`src/verilog/alu_pkg.sv`:
```
package alu_pkg;

  // ======================================================================
  // Widths and tags
  // ======================================================================

  localparam int data_w = 32;  // Operand and result width.
  localparam int tag_w  = 4;   // Instruction tag width.

  typedef logic [data_w-1:0] data_t;
  typedef logic [tag_w-1:0]  tag_t;

  // No tag. On an operand the value is present, on a target no instruction.
  localparam tag_t tag_invalid = '0;

  // ======================================================================
  // ALU operation encoding
  // ======================================================================

  typedef enum logic [3:0] {
    op_add  = 4'd0,
    op_addu = 4'd1,
    op_sub  = 4'd2,
    op_subu = 4'd3,
    op_and  = 4'd4,
    op_or   = 4'd5,
    op_nor  = 4'd6,
    op_xor  = 4'd7,
    op_sll  = 4'd8,   // Shifts act on operand 2 by operand 1 [4:0].
    op_srl  = 4'd9,
    op_sra  = 4'd10,
    op_ror  = 4'd11,
    op_seq  = 4'd12,
    op_slt  = 4'd13,  // Signed.
    op_sltu = 4'd14
  } alu_op_e;

  // Operations that run bit-serially through the shifter.
  function automatic logic is_shift_op(alu_op_e op);
    return op inside {op_sll, op_srl, op_sra, op_ror};
  endfunction

endpackage
```
`src/verilog/alu_ifs.sv`:
```
`timescale 1ns/1ns

// Dispatch slot into the reservation station.
interface alu_dispatch_if;
  alu_pkg::tag_t    target;  // tag_invalid means no instruction.
  alu_pkg::alu_op_e op;
  alu_pkg::data_t   val1;
  alu_pkg::data_t   val2;
  alu_pkg::tag_t    tag1;
  alu_pkg::tag_t    tag2;

  modport src (output target, op, val1, val2, tag1, tag2);
  modport dst (input  target, op, val1, val2, tag1, tag2);
endinterface

// Issue path from the station to the execution unit.
interface alu_issue_if;
  logic             valid;
  logic             take;
  alu_pkg::tag_t    target;
  alu_pkg::alu_op_e op;
  alu_pkg::data_t   src1;
  alu_pkg::data_t   src2;

  modport rs  (output valid, target, op, src1, src2, input take);
  modport fsm (input  valid, op, output take);
  modport dp  (input  target, op, src1, src2);
endinterface

```
`src/verilog/alu_cluster.sv`:
```
`timescale 1ns/1ns

module alu_cluster #(
  parameter int rs_depth = 4
) (
  input  logic             rst,
  input  logic             arst_n,

  input  alu_pkg::tag_t    disp_target,
  input  alu_pkg::alu_op_e disp_op,
  input  alu_pkg::data_t   disp_val1,
  input  alu_pkg::data_t   disp_val2,
  input  alu_pkg::tag_t    disp_tag1,
  input  alu_pkg::tag_t    disp_tag2,
  output logic             full,

  input  logic             ext_cdb_valid,
  input  alu_pkg::tag_t    ext_cdb_tag,
  input  alu_pkg::data_t   ext_cdb_value,

  output logic             cdb_valid,
  output alu_pkg::tag_t    cdb_tag,
  output alu_pkg::data_t   cdb_value,
  input  logic             cdb_ready
);

  alu_dispatch_if disp_bus ();
  alu_issue_if    issue_bus ();

  logic load;
  logic shift_step;
  logic shift_zero;

  assign disp_bus.target = disp_target;
  assign disp_bus.op     = disp_op;
  assign disp_bus.val1   = disp_val1;
  assign disp_bus.val2   = disp_val2;
  assign disp_bus.tag1   = disp_tag1;
  assign disp_bus.tag2   = disp_tag2;

  alu_rs_station #(
    .rs_depth (rs_depth)
  ) i_rs_station (
    .rst           (rst),
    .arst_n        (arst_n),
    .disp          (disp_bus.dst),
    .full          (full),
    .issue         (issue_bus.rs),
    .ext_cdb_valid (ext_cdb_valid),
    .ext_cdb_tag   (ext_cdb_tag),
    .ext_cdb_value (ext_cdb_value),
    .own_cdb_fire  (cdb_valid && cdb_ready),  // Own result completes.
    .own_cdb_tag   (cdb_tag),
    .own_cdb_value (cdb_value)
  );

  alu_exec_fsm i_exec_fsm (
    .rst        (rst),
    .arst_n     (arst_n),
    .issue      (issue_bus.fsm),
    .shift_zero (shift_zero),
    .cdb_ready  (cdb_ready),
    .load       (load),
    .shift_step (shift_step),
    .cdb_valid  (cdb_valid)
  );

  alu_shift_counter i_shift_counter (
    .rst    (rst),
    .arst_n (arst_n),
    .load   (load),
    .amount (issue_bus.src1[4:0]),  // Shift amount.
    .step   (shift_step),
    .zero   (shift_zero)
  );

  alu_datapath i_datapath (
    .rst        (rst),
    .arst_n     (arst_n),
    .issue      (issue_bus.dp),
    .load       (load),
    .shift_step (shift_step),
    .result_tag (cdb_tag),
    .result     (cdb_value)
  );

endmodule

```
`src/verilog/alu_datapath.sv`:
```
`timescale 1ns/1ns

module alu_datapath (
  input  logic           rst,
  input  logic           arst_n,
  alu_issue_if.dp        issue,
  input  logic           load,
  input  logic           shift_step,
  output alu_pkg::tag_t  result_tag,
  output alu_pkg::data_t result
);

  alu_pkg::alu_op_e op_q;
  alu_pkg::data_t   calc;

  // ======================================================================
  // Single-cycle operations
  // ======================================================================

  function automatic alu_pkg::data_t alu_calc(
    input alu_pkg::alu_op_e op,
    input alu_pkg::data_t   a,
    input alu_pkg::data_t   b
  );
    alu_pkg::data_t r;
    r = '0;
    case (op)
      alu_pkg::op_add,
      alu_pkg::op_addu: r = a + b;
      alu_pkg::op_sub,
      alu_pkg::op_subu: r = a - b;
      alu_pkg::op_and:  r = a & b;
      alu_pkg::op_or:   r = a | b;
      alu_pkg::op_nor:  r = ~(a | b);
      alu_pkg::op_xor:  r = a ^ b;
      alu_pkg::op_seq:  r[0] = (a == b);
      alu_pkg::op_slt:  r[0] = ($signed(a) < $signed(b));
      alu_pkg::op_sltu: r[0] = (a < b);
      default:          r = '0;  // Unused codes.
    endcase
    return r;
  endfunction

  // One bit of a shift or rotate.
  function automatic alu_pkg::data_t shift_one(
    input alu_pkg::alu_op_e op,
    input alu_pkg::data_t   r
  );
    alu_pkg::data_t s;
    s = r;
    case (op)
      alu_pkg::op_sll: s = {r[alu_pkg::data_w-2:0], 1'b0};
      alu_pkg::op_srl: s = {1'b0, r[alu_pkg::data_w-1:1]};
      alu_pkg::op_sra: s = {r[alu_pkg::data_w-1], r[alu_pkg::data_w-1:1]};
      alu_pkg::op_ror: s = {r[0], r[alu_pkg::data_w-1:1]};
      default:         s = r;
    endcase
    return s;
  endfunction

  // Shifts start from operand 2 and move from there.
  assign calc = alu_pkg::is_shift_op(issue.op) ? issue.src2 :
                alu_calc(issue.op, issue.src1, issue.src2);

  // ======================================================================
  // Registers
  // ======================================================================

  always_ff @(posedge rst or negedge arst_n) begin
    if (!arst_n) begin
      result_tag <= alu_pkg::tag_invalid;
      op_q       <= alu_pkg::op_add;
      result     <= '0;
    end else if (load) begin
      result_tag <= issue.target;
      op_q       <= issue.op;
      result     <= calc;
    end else if (shift_step) begin
      result     <= shift_one(op_q, result);
    end
  end

endmodule

```
`src/verilog/alu_shift_counter.sv`:
```
`timescale 1ns/1ns

module alu_shift_counter (
  input  logic       rst,
  input  logic       arst_n,
  input  logic       load,
  input  logic [4:0] amount,
  input  logic       step,
  output logic       zero
);

  // Steps left after the one in the current cycle.
  logic [4:0] cnt;

  always_ff @(posedge rst or negedge arst_n) begin
    if (!arst_n) begin
      cnt <= '0;
    end else if (load) begin
      cnt <= (amount == 5'd0) ? 5'd0 : amount - 5'd1;
    end else if (step && cnt != 5'd0) begin
      cnt <= cnt - 5'd1;
    end
  end

  // During load the amount itself decides whether a shift phase is needed.
  assign zero = load ? (amount == 5'd0) : (cnt == 5'd0);

endmodule

```
`src/verilog/alu_exec_fsm.sv`:
```
`timescale 1ns/1ns

module alu_exec_fsm (
  input  logic     rst,
  input  logic     arst_n,
  alu_issue_if.fsm issue,
  input  logic     shift_zero,
  input  logic     cdb_ready,
  output logic     load,
  output logic     shift_step,
  output logic     cdb_valid
);

  typedef enum logic [1:0] {
    st_idle,
    st_shift,
    st_done
  } state_e;

  state_e state;
  state_e state_nxt;

  // ======================================================================
  // State register
  // ======================================================================

  always_ff @(posedge rst or negedge arst_n) begin
    if (!arst_n) begin
      state <= st_idle;
    end else begin
      state <= state_nxt;
    end
  end

  // ======================================================================
  // Next state
  // ======================================================================

  always_comb begin
    state_nxt = state;
    case (state)
      st_idle: begin
        if (issue.valid) begin
          // Amount 0 skips the shift phase.
          if (alu_pkg::is_shift_op(issue.op) && !shift_zero) begin
            state_nxt = st_shift;
          end else begin
            state_nxt = st_done;
          end
        end
      end
      st_shift: begin
        if (shift_zero) begin  // Last step this cycle.
          state_nxt = st_done;
        end
      end
      st_done: begin
        if (cdb_ready) begin
          state_nxt = st_idle;
        end
      end
      default: state_nxt = st_idle;
    endcase
  end

  assign issue.take = (state == st_idle);
  assign load       = (state == st_idle) && issue.valid;
  assign shift_step = (state == st_shift);
  assign cdb_valid  = (state == st_done);  // Held until the broadcast completes.

endmodule

```
`src/verilog/alu_rs_station.sv`:
```
`timescale 1ns/1ns

module alu_rs_station #(
  parameter int rs_depth = 4
) (
  input  logic           rst,
  input  logic           arst_n,
  alu_dispatch_if.dst    disp,
  output logic           full,
  alu_issue_if.rs        issue,
  input  logic           ext_cdb_valid,
  input  alu_pkg::tag_t  ext_cdb_tag,
  input  alu_pkg::data_t ext_cdb_value,
  input  logic           own_cdb_fire,
  input  alu_pkg::tag_t  own_cdb_tag,
  input  alu_pkg::data_t own_cdb_value
);

  localparam int idx_w = $clog2(rs_depth);

  typedef struct packed {
    alu_pkg::tag_t  tag;
    alu_pkg::data_t val;
  } opnd_t;

  logic [rs_depth-1:0] ent_valid;
  alu_pkg::tag_t       ent_target [rs_depth];
  alu_pkg::alu_op_e    ent_op     [rs_depth];
  opnd_t               ent_src1   [rs_depth];
  opnd_t               ent_src2   [rs_depth];

  logic [rs_depth-1:0] ready;
  logic [idx_w-1:0]    sel_idx;
  logic [idx_w-1:0]    free_idx;
  logic                accept;
  logic                fire;
  opnd_t               disp_src1;
  opnd_t               disp_src2;

  // Capture a broadcast value for an operand still waiting on its tag.
  function automatic opnd_t snoop(opnd_t o);
    opnd_t r;
    r = o;
    if (o.tag != alu_pkg::tag_invalid) begin
      if (ext_cdb_valid && ext_cdb_tag == o.tag) begin
        r.tag = alu_pkg::tag_invalid;
        r.val = ext_cdb_value;
      end else if (own_cdb_fire && own_cdb_tag == o.tag) begin
        r.tag = alu_pkg::tag_invalid;
        r.val = own_cdb_value;
      end
    end
    return r;
  endfunction

  // ======================================================================
  // Selection
  // ======================================================================

  always_comb begin
    for (int i = 0; i < rs_depth; i++) begin
      ready[i] = ent_valid[i] &&
                 ent_src1[i].tag == alu_pkg::tag_invalid &&
                 ent_src2[i].tag == alu_pkg::tag_invalid;
    end
  end

  always_comb begin
    free_idx = '0;
    sel_idx  = '0;
    for (int i = rs_depth - 1; i >= 0; i--) begin  // Lowest index wins.
      if (!ent_valid[i]) begin
        free_idx = idx_w'(i);
      end
      if (ready[i]) begin
        sel_idx = idx_w'(i);
      end
    end
  end

  assign full   = &ent_valid;
  assign accept = disp.target != alu_pkg::tag_invalid && !full;
  assign fire   = issue.valid && issue.take;

  assign disp_src1 = snoop(opnd_t'{tag: disp.tag1, val: disp.val1});  // Same-cycle bypass.
  assign disp_src2 = snoop(opnd_t'{tag: disp.tag2, val: disp.val2});

  assign issue.valid  = |ready;
  assign issue.target = ent_target[sel_idx];
  assign issue.op     = ent_op[sel_idx];
  assign issue.src1   = ent_src1[sel_idx].val;
  assign issue.src2   = ent_src2[sel_idx].val;

  // ======================================================================
  // Entry storage
  // ======================================================================

  always_ff @(posedge rst or negedge arst_n) begin
    if (!arst_n) begin
      ent_valid <= '0;
    end else begin
      if (fire) begin
        ent_valid[sel_idx] <= 1'b0;
      end
      if (accept) begin
        ent_valid[free_idx] <= 1'b1;
      end
    end
  end

  always_ff @(posedge rst) begin
    for (int i = 0; i < rs_depth; i++) begin
      if (ent_valid[i]) begin
        ent_src1[i] <= snoop(ent_src1[i]);  // Wake-up.
        ent_src2[i] <= snoop(ent_src2[i]);
      end
    end
    if (accept) begin
      ent_target[free_idx] <= disp.target;
      ent_op[free_idx]     <= disp.op;
      ent_src1[free_idx]   <= disp_src1;
      ent_src2[free_idx]   <= disp_src2;
    end
  end

endmodule

```
`config.mk`:
```
export PLATFORM = sky130hd
export DESIGN_NAME = alu_cluster
export DESIGN_NICKNAME = d
export VERILOG_FILES = /design/src/verilog/alu_pkg.sv /design/src/verilog/alu_ifs.sv /design/src/verilog/alu_cluster.sv /design/src/verilog/alu_datapath.sv /design/src/verilog/alu_shift_counter.sv /design/src/verilog/alu_exec_fsm.sv /design/src/verilog/alu_rs_station.sv
export SDC_FILE = /design/constraint.sdc
export NUM_CORES = 1
export LEC_CHECK = 0
export ABC_AREA = 1
export BUFFER_PORTS_ARGS = -buffer_cell sky130_fd_sc_hd__buf_2
export CAP_MARGIN = 5
export CORE_ASPECT_RATIO = 0.9
export CORE_MARGIN = 2
export CORE_UTILIZATION = 30
export CTS_CLUSTER_DIAMETER = 50
export DETAILED_ROUTE_END_ITERATION = 12
export PLACE_DENSITY = 0.49
export SLEW_MARGIN = 25
export SYNTH_ARGS = -nofsm -noshare
export SYNTH_HDL_FRONTEND = slang
export SYNTH_SLANG_ARGS = --single-unit
```
`constraint.sdc`:
```
create_clock -name rst -period 3.67 [get_ports rst]
set_input_delay 1.101 -clock rst [delete_from_list [all_inputs] [get_ports rst]]
set_output_delay 1.101 -clock rst [all_outputs]
set_load 0.03 [all_outputs]
```
# --- Yosys cells after proc, flatten, opt, wreduce, memory -nomap -nowiden ---
# Memories as Yosys holds them, arrays and structs flattened. A register that Yosys moved wholly into a read port is not among the register bits.
# Index checks and enable logic that the tools add are counted.
word_totals:
  word_cells: 223
  memories: 4
  input_bits: 120
  reg_bits: 47
  mem_bits_rw: 320
op_classes:
  n_lt_le_gt_ge: 6
  eq_ne: 45
  add_sub_neg: 4
  mux: 77
  bitwise: 7
  reduce_logical: 74
memory_table:
  columns: ["name", "words", "word_bits", "read_ports", "rd_clocked_by_memory_dff", "write_ports", "line", "rtl"]
  rows:
  - ["i_rs_station.ent_src1", 4, 36, 5, 0, 5, "alu_rs_station.sv:29", "opnd_t ent_src1 [rs_depth];"]
  - ["i_rs_station.ent_src2", 4, 36, 5, 0, 5, "alu_rs_station.sv:30", "opnd_t ent_src2 [rs_depth];"]
  - ["i_rs_station.ent_op", 4, 4, 1, 0, 1, "alu_rs_station.sv:28", "alu_pkg::alu_op_e ent_op [rs_depth];"]
  - ["i_rs_station.ent_target", 4, 4, 1, 1, 1, "alu_rs_station.sv:27", "alu_pkg::tag_t ent_target [rs_depth];"]
ops:
  columns: ["op", "n"]
  rows:
  - ["two-way mux 36 bit", 38]
  - ["case mux 31 bit (6 select lines)", 1]
  - ["case mux 32 bit (4 select lines)", 1]
  - ["two-way mux 32 bit", 3]
  - ["== test 4 bit", 20]
  - ["< comparator 32 bit", 2]
  - ["nonzero test 4 bit", 13]
  - ["== test 4 bit (second input constant)", 11]
  - ["zero test 4 bit", 9]
  - ["logical AND 1 bit", 35]
  - ["adder 32 bit", 1]
  - ["AND 32 bit", 1]
  - ["== test 32 bit", 1]
  - ["NOT 32 bit", 1]
  - ["bitwise OR 32 bit", 1]
  - ["subtractor 32 bit", 1]
  - ["XOR 32 bit", 1]
  - ["two-way mux 2 bit", 12]
  - ["== test 4 x 3 -> 1 bit (second input constant)", 4]
  - ["two-way mux 5 bit", 3]
  - ["two-way mux 1 bit", 13]
  - ["zero test 5 bit", 2]
  - ["nonzero test 5 bit", 2]
  - ["subtractor 5 x 1 -> 5 bit (second input constant)", 2]
  - ["other kinds (23)", 35]

# --- Logic depth before layout (Yosys ltp) ---
# Gate-level depths: netlist (run 1).
depth:
  word_depth: 16
  depth_mapped: 34

# --- Cells and area by module ---
# A second synthesis (run 1) with hierarchy kept.
unflattened:
  hier_cells: 4987
  area_unflattened_um2: 32583.8
modules_own_cells:
  columns: ["mod", "cells_per_inst", "area_per_inst_um2", "seq_area_each_um2", "instances"]
  rows:
  - ["alu_rs_station", 3321, 23202.3, 9709.3, 1]
  - ["alu_datapath", 1580, 8800.9, 1001.0, 1]
  - ["alu_shift_counter", 62, 437.9, 125.1, 1]
  - ["alu_exec_fsm", 22, 135.1, 50.0, 1]
  - ["alu_cluster", 2, 7.5, 0.0, 1]

# --- Worst setup path after synthesis (run 1) ---
# OpenSTA, ideal clock, no wires.
synth_path:
  path_kind: "register -> register"
  from: "memory i_rs_station.ent_src2[3][33] in the netlist's numbering"
  to: "register i_datapath.result[24]"
  arrival_time_ns: 3.958
  path_stages_with_launch: 32
  n_path_buf: 3
  required_ns: 3.553
  path_slack_ns: -0.405
  synth_period_minus_slack_ns: 4.075
  cell_sequence: "edfxtp_1 -> nor2_2 -> nand3_2 -> nor2_4 -> nand2_4 -> nand2_8 -> nand2_8 -> nand2_4 -> buf_2 -> buf_2 -> nor2_1 -> a2111oi_1 -> ha_1 -> clkbuf_1 -> inv_1 -> nand2_1 -> nor2_1 -> nand2_1 -> nand2_1 -> nand2_1 -> nand2_1 -> nand2_1 -> nand2_1 -> inv_1 -> o21ai_0 -> nand2_1 -> nand2_1 -> nor2_1 -> nor2_1 -> nand3_1 -> nand2_1 -> nand2_1"
synth_rtl:
  columns: ["element", "line", "rtl"]
  rows:
  - ["start: declaration", "alu_rs_station.sv:30", null]
  - ["end signal: assignment", "alu_datapath.sv:77", "result <= calc;"]
  - ["end signal: assignment", "alu_datapath.sv:79", "result <= shift_one(op_q, result);"]
  - ["end: declaration", "alu_datapath.sv:10", "output alu_pkg::data_t result"]

==> results of run 1 <==
cell usage after synthesis (31+ instances only):
library cell | n | area share
o21ai_1 | 67 | 0.012
a21oi_1 | 244 | 0.043
nand2_1 | 745 | 0.098
dfrtp_1 | 51 | 0.045
edfxtp_1 | 320 | 0.34
or2_2 | 83 | 0.018
xor2_1 | 53 | 0.016
nor2_1 | 330 | 0.043
o211ai_1 | 263 | 0.069
buf_2 | 31 | 0.0054
nand3_1 | 131 | 0.023
inv_1 | 312 | 0.041
ha_1 | 101 | 0.044
clkbuf_1 | 198 | 0.026
o21ai_0 | 465 | 0.081
flip-flops by register name, indices dropped and copies added, names as in the netlist:
name	cells
i_rs_station.ent_src2	144
i_rs_station.ent_valid	4
i_datapath.result_tag	4
i_rs_station.ent_src1	144
i_rs_station.ent_target	16
i_shift_counter.cnt	5
i_exec_fsm.state	2
i_datapath.result	32
i_datapath.op_q	4
i_rs_station.ent_op	16
power groups by stage:
stage / sequential (W) / clock [W] / combinational (W)
CTS: 0.00749 / 0.00576 / 0.0221
global route: 0.00763 / 0.00592 / 0.0254
detailed placement: 0.00753 / 0 / 0.0199
finish: 0.00754 / 0.00572 / 0.0237
global placement: 0.00755 / 0 / 0.0199
floorplan: 0.00750 / 0 / 0.0101
cells by family after synthesis:
logic type / share of synthesized area
xor gates and xnor gates: 0.0189
muxes: 0.000349
and+or+nand+nor: 0.220
AOI/OAI and AO/OA: 0.254
buffers and inverters: 0.0814
DFF: 0.380
adders and majority gates: 0.0455
per-layer routing:
| metal | wire, um | share of wire | up-vias | global-route usage |
|---|---|---|---|---|
| li1 | - | - | 14457 | - |
| met1 | 62100 | 0.44 | 15164 | 0.394 |
| met2 | 61200 | 0.43 | 1551 | 0.418 |
| met3 | 12700 | 0.090 | 252 | 0.0493 |
| met4 | 5470 | 0.039 | 4 | 0.0889 |
| met5 | 24 | 0.00017 | - | 0 |
repair_timing:
| item | CTS | global route |
|---|---|---|
| endpoints found under the setup margin | 29 | 34 |
| pin swaps | 121 | 91 |
| gates resized for setup | 402 | 180 |
| cloned | 5 | 4 |
| buffers inserted | 62 | 53 |
per-stage QoR:
stage / instances / setup WS, ps / cell area [um^2]
2_1_floorplan: 3766 / -213 / 28800
3_3_place_gp: 5494 / -820 / 35100
3_5_place_dp: 5494 / -823 / 35100
4_1_cts: 5667 / -406 / 39300
5_1_grt: 5716 / -694 / 40400
6_report: 5716 / -515 / 40400
worst max-delay path: cells and delay by family (launching register included):
family	cells	cell delay, ps
compound gates	1	130
xor+xnor	1	170
flops	1	400
simple gates	19	2310
buf+inv	6	790
fa+ha+maj	1	270
worst max path at each step:
stage / start / end / slack, ps / cells past startpoint
6_report: i_rs_station.ent_src2[2][35]$_SDFFCE_PN0P_ / i_datapath.result[26]$_DFFE_PN0P_ / -520 / 28
2_1_floorplan: disp_target[1] / i_rs_station.ent_src1[0][0]$_DFFE_PP_ / -210 / 7
5_1_grt: i_rs_station.ent_src1[3][32]$_SDFFCE_PN0P_ / i_datapath.result[31]$_DFFE_PN0P_ / -690 / 26
3_5_place_dp: i_rs_station.ent_src2[3][34]$_SDFFCE_PN0P_ / i_datapath.result[16]$_DFFE_PN0P_ / -820 / 28
3_3_place_gp: i_rs_station.ent_valid[0]$_DFF_PN0_ / i_datapath.result[31]$_DFFE_PN0P_ / -820 / 26
4_1_cts: i_rs_station.ent_src1[3][34]$_SDFFCE_PN0P_ / i_datapath.result[18]$_DFFE_PN0P_ / -410 / 29
final cells by class:
| cell class | instances | area (um^2) |
|---|---|---|
| multi-input cells | 2811 | 17700 |
| clock buffers | 63 | 1470 |
| well taps | 1253 | 1570 |
| inverters | 334 | 1290 |
| fillers | 9420 | 54200 |
| clock inverters | 47 | 518 |
| flip-flops and latches | 371 | 10900 |
| repair buffers | 837 | 7010 |
==> impl_metrics.csv, run 1 <==
group,metric,value,unit
setup_path,worst_ep_arrival_time,4720,ps
clocking,clk_pin_slew,60,ps
timing,tightest_slew,1010,ps
finish,mostFrequentLayoutCell,"nand2_1",
timing,rsz0062_at_grt,"yes",
synthesis,synthDistinctLibCells,61,
hold_path,min_from,"i_shift_counter.cnt[1]$_DFFE_PN0P_",
power,pwr_density_cell,914,nW/um^2
timing,setup_slack,-515,ps
floorplan,initial_core_util,0.303,
finish,drive_above_1_share,0.342,
setup_path,worstSetupStartpointType,"flip-flop",
clocking,holdBufCountCts,0,
clocking,cts_tree,"done",
synthesis,synth-edff-count,320,
route,drt_pass1_iterations,6,
placed_design,portBuffers,157,
synthesis,avgSynthCellArea,7.61,um^2
floorplan,die_w,330,um
power,vdd_drop_max,0.663,mV
setup_path,path_max_fanout,6,
route,routed_via_density,5.50,
power,fin_total_pwr,0.0369,W
finish,diodes,0,
timing,finalHoldViolations,0,
global_routing,gr-total-overflow,0,
route,drtIter0Drc,3657,
global_routing,first_global_vias,29302,
finish,utilization,0.427,
setup_path,r2r-start,"i_rs_station.ent_src2[2][35]$_SDFFCE_PN0P_",
clocking,clock_latency,640,ps
global_routing,grt_pass1_wl,201000,um
setup_path,end_kind,"flip-flop",
timing,setup_tns,-9340,ps
hold_path,hp-class,"reg2reg",
floorplan,fp.dieH,297,um
run_status,violations,"setup timing",
route,routedWlPerCell,24.8,um
placed_design,hpwlAfterDp,99500,um
clocking,htree_levels,2,
timing,period_share,1.14,
setup_path,worstSetupPathType,"reg2reg",
floorplan,die-area,98100,um^2
power,p_int,0.0197,W
timing,hold_slack,476,ps
timing,fmax,239,MHz
timing,drv_slew,0,
placed_design,routabilityCongestion,0.981,
floorplan,design.core.area,94700,um^2
timing,finClkSkew,21.7,ps
floorplan,io_pins,158,
setup_path,cp_data_required_time,4200,ps
route,final_antenna_net_count,0,
synthesis,yosys_warnings,0,
route,drc,0,
timing,slew_headroom,0.326,
synthesis,syn_nets,3989,
setup_path,worstReg2RegEnd,"i_datapath.result[26]$_DFFE_PN0P_",
job,max_cap_violations,0,
synthesis,ys_async_sr_fraction,0.137,
setup_path,cp_slowest_cell,"edfxtp_1",
synthesis,ys_seq_elements,371,
setup_path,r2r_slack,-520,ps
synthesis,ys.flop_type,"edfxtp_1",
synthesis,seq_area_frac_synth,0.380,
power,p_switching,0.0172,W
power,leakage,17.2,nW
hold_path,min_to,"i_shift_counter.cnt[1]$_DFFE_PN0P_",
power,p_clk_frac,0.155,
power,seqPwrFrac,0.204,
floorplan,core.rowCount,107,
timing,finalSetupViolCount,28,
finish,layout.nets,4636,
power,comb_power_share,0.641,
global_routing,grt_max_degree,72,
hold_path,hold-path-cell-count,2,
route,routed_wl,141000,um
setup_path,slowest_delay,400,ps
synthesis,syn_inst,3766,
timing,fin_crit,4190,ps
clocking,cts_sinks,371,
clocking,cts_made_buffers,58,
setup_path,r2r_cells,28,
clocking,cts_root_buffer,"clkbuf_16",
run_status,status,"finished, violations left",
clocking,clock_path_buffers,3,
finish,syn_to_final_growth,41.0,%
route,dr_total_vias,31428,
synthesis,synth_area,28700,um^2
finish,final_cell_mix,"nand2_1, buf_4, o21ai_0, edfxtp_1, o211ai_1",
power,p_sw_frac,0.466,
global_routing,grt_antenna_before_repair,6,
global_routing,grt_usage,0.276,
No activity file was read; power rests on OpenSTA's default activity.
==> run 2, diff against run 1 <==
--- a/config.mk
+++ b/config.mk
@@ -14,6 +14,7 @@
 export CTS_CLUSTER_DIAMETER = 50
 export DETAILED_ROUTE_END_ITERATION = 12
 export PLACE_DENSITY = 0.49
+export REMOVE_ABC_BUFFERS = 1
 export SLEW_MARGIN = 25
 export SYNTH_ARGS = -nofsm -noshare
 export SYNTH_HDL_FRONTEND = slang
==> run 2 against run 1 <==
The run still ends with setup timing left. Die area is the same. Register-to-register slack gained 30 ps. Via count down 0.33%. Routed wire length shrank 2.5%. Critical path type unchanged.
==> impl_metrics.csv, run 2 (synthesized netlist as in run 1, its figures left out) <==
group,metric,value,unit
setup_path,crit_path_frequent_cell,"buf_4",
power,vdd_drop_max,0.484,mV
clocking,clk_pin_slew,60,ps
hold_path,hold-path-cell-count,2,
finish,largestRegisters,"i_rs_station.ent_src1 (144), i_rs_station.ent_src2 (144), i_datapath.result (32)",
setup_path,worstReg2RegEnd,"i_datapath.result[29]$_DFFE_PN0P_",
hold_path,hp-class,"reg2reg",
setup_path,end_kind,"flip-flop",
finish,layout.nets,4683,
setup_path,r2r-start,"i_rs_station.ent_src2[2][32]$_SDFFCE_PN0P_",
global_routing,grt_pass1_wl,199000,um
power,p_int,0.0209,W
floorplan,fp.dieH,297,um
power,seqPwrFrac,0.195,
power,comb_power_share,0.645,
route,wl_met2,61000,um
timing,hold_slack,495,ps
global_routing,grt_antenna_before_repair,3,
floorplan,design.core.area,94700,um^2
route,wl_met1,62500,um
placed_design,portBuffers,157,
setup_path,path_max_fanout,8,
timing,fin_crit,4150,ps
timing,rsz0062_at_grt,"yes",
setup_path,slowest_delay,400,ps
route,routed_wl,138000,um
timing,tightest_slew,1100,ps
clocking,clock_path_buffers,3,
finish,final_cell_mix,"nand2_1, buf_4, o21ai_0, edfxtp_1, o211ai_1",
placed_design,hpwlAfterDp,100000,um
floorplan,core.rowCount,107,
hold_path,min_to,"i_datapath.op_q[2]$_DFFE_PN0P_",
finish,drive_above_1_share,0.360,
timing,fmax,241,MHz
setup_path,r2r_cells,28,
route,top_layer_used,"met5",
clocking,htree_levels,2,
setup_path,r2r_slack,-480,ps
clocking,clock_latency,650,ps
route,drtIter0Drc,3292,
global_routing,gr-total-overflow,0,
clocking,cts_tree,"done",
route,drc,0,
floorplan,die-area,98100,um^2
setup_path,cp_slowest_cell,"edfxtp_1",
floorplan,io_pins,158,
setup_path,worstSetupStartpointType,"flip-flop",
route,wl_met3,10400,um
timing,finalHoldViolations,0,
global_routing,first_global_vias,29416,
clocking,cts_sinks,371,
timing,setup_tns,-9310,ps
global_routing,grt_usage,0.272,
power,p_clk_frac,0.160,
power,leakage,17.5,nW
clocking,cts_root_buffer,"clkbuf_16",
timing,drv_slew,0,
setup_path,worstSetupPathType,"reg2reg",
setup_path,path_delay_family,"buffers and inverters",
run_status,violations,"setup timing",
clocking,cts_made_buffers,60,
finish,syn_to_final_growth,43.5,%
job,max_cap_violations,0,
finish,fillCellCount,9437,
timing,finalSetupViolCount,26,
power,pwr_density_cell,938,nW/um^2
power,p_switching,0.0178,W
timing,setup_slack,-482,ps
route,routed_via_density,5.43,
route,dr_total_vias,31324,
setup_path,worst_ep_arrival_time,4680,ps
setup_path,cp_data_required_time,4190,ps
timing,period_share,1.13,
hold_path,min_from,"i_datapath.op_q[2]$_DFFE_PN0P_",
run_status,status,"finished, violations left",
floorplan,initial_core_util,0.303,
power,p_sw_frac,0.460,
global_routing,grt_max_degree,65,
placed_design,routabilityCongestion,1.02,
setup_path,cp_num_buf_inv,12,
route,drt_pass1_iterations,8,
timing,finClkSkew,24.7,ps
route,final_antenna_net_count,0,
route,routedWlPerCell,23.9,um
floorplan,die_w,330,um
timing,slew_headroom,0.268,
finish,mostFrequentLayoutCell,"nand2_1",
-- run 2: cell types whose count changed in the layout (fill, tap and decap cells not counted), moves of 11 or more --
cell	before	now
a21oi_1	204	183
a21oi_2	33	48
buf_12	64	45
buf_4	565	630
nor2_1	251	230
nor2_4	38	58
o2111ai_4	8	19
-- run 2: area by class of cell --
| type | instances | area (um^2) | share of cell area |
|---|---|---|---|
| antenna | 1 | 2.50 | 0.0000608 |
| clock buffer | 68 | 1560 | 0.0379 |
| clock inverter | 45 | 611 | 0.0148 |
| inverter | 334 | 1310 | 0.0317 |
| multi-input combinational | 2809 | 18100 | 0.440 |
| sequential | 371 | 10900 | 0.264 |
| tap | 1253 | 1570 | 0.0381 |
| timing repair buffer | 884 | 7120 | 0.173 |
-- run 2: worst register-to-register path: cells and delay by family (launching register included) --
| kind | cells | cell delay [ps] |
|---|---|---|
| simple gates | 13 | 1300 |
| compound gates | 2 | 370 |
| fa+ha+maj | 1 | 300 |
| flops | 1 | 400 |
| buf+inv | 12 | 1670 |
-- run 2: layer usage --
| metal | up-vias | track usage |
|---|---|---|
| met5 | - | 0 |
| met4 | 2 | 0.0714 |
| met3 | 211 | 0.0365 |
| met2 | 1389 | 0.417 |
| met1 | 15126 | 0.398 |
| li1 | 14596 | - |
-- run 2: power groups by stage --
stage	combinational [W]	sequential, W	clock, W
final	0.0249	0.00754	0.00618
after global routing	0.0267	0.00762	0.00639
after CTS	0.0234	0.00748	0.00625
after detailed placement	0.0200	0.00753	0
after global placement	0.0201	0.00755	0
after floorplan	0.00970	0.00758	0
-- run 2: how the worst max path moves through the flow --
| stage | from | to | cells after the start |
|---|---|---|---|
| 4_1_cts | i_rs_station.ent_src2[2][35]$_SDFFCE_PN0P_ | i_datapath.result[27]$_DFFE_PN0P_ | 31 |
| 5_1_grt | i_rs_station.ent_src1[1][35]$_SDFFCE_PN0P_ | i_datapath.result[21]$_DFFE_PN0P_ | 32 |
| 6_report | i_rs_station.ent_src2[2][32]$_SDFFCE_PN0P_ | i_datapath.result[29]$_DFFE_PN0P_ | 28 |
| 3_5_place_dp | i_rs_station.ent_src2[3][34]$_SDFFCE_PN0P_ | i_datapath.result[21]$_DFFE_PN0P_ | 29 |
| 2_1_floorplan | disp_target[1] | i_rs_station.ent_src1[2][0]$_DFFE_PP_ | 4 |
| 3_3_place_gp | i_rs_station.ent_src2[3][34]$_SDFFCE_PN0P_ | i_datapath.result[21]$_DFFE_PN0P_ | 29 |
-- run 2: timing repair --
item	4_1_cts	5_1_grt
pin swaps	164	123
gates cloned	5	1
setup buffers	100	27
endpoints found under the setup margin	29	32
hold buffers	0	0
resized for setup	515	196
-- run 2: stage by stage --
step	std cells	power [W]	area (um^2)	utilization	worst slack [ps]
after floorplan	3514	0.0173	27600	-	-1820
after global placement	5522	0.0276	35100	0.371	-1000
after detailed placement	5522	0.0276	35100	0.371	-1010
after CTS	5737	0.0371	40200	0.425	-447
after global routing	5764	0.0407	41200	0.435	-633
final	5765	0.0386	41200	0.435	-482
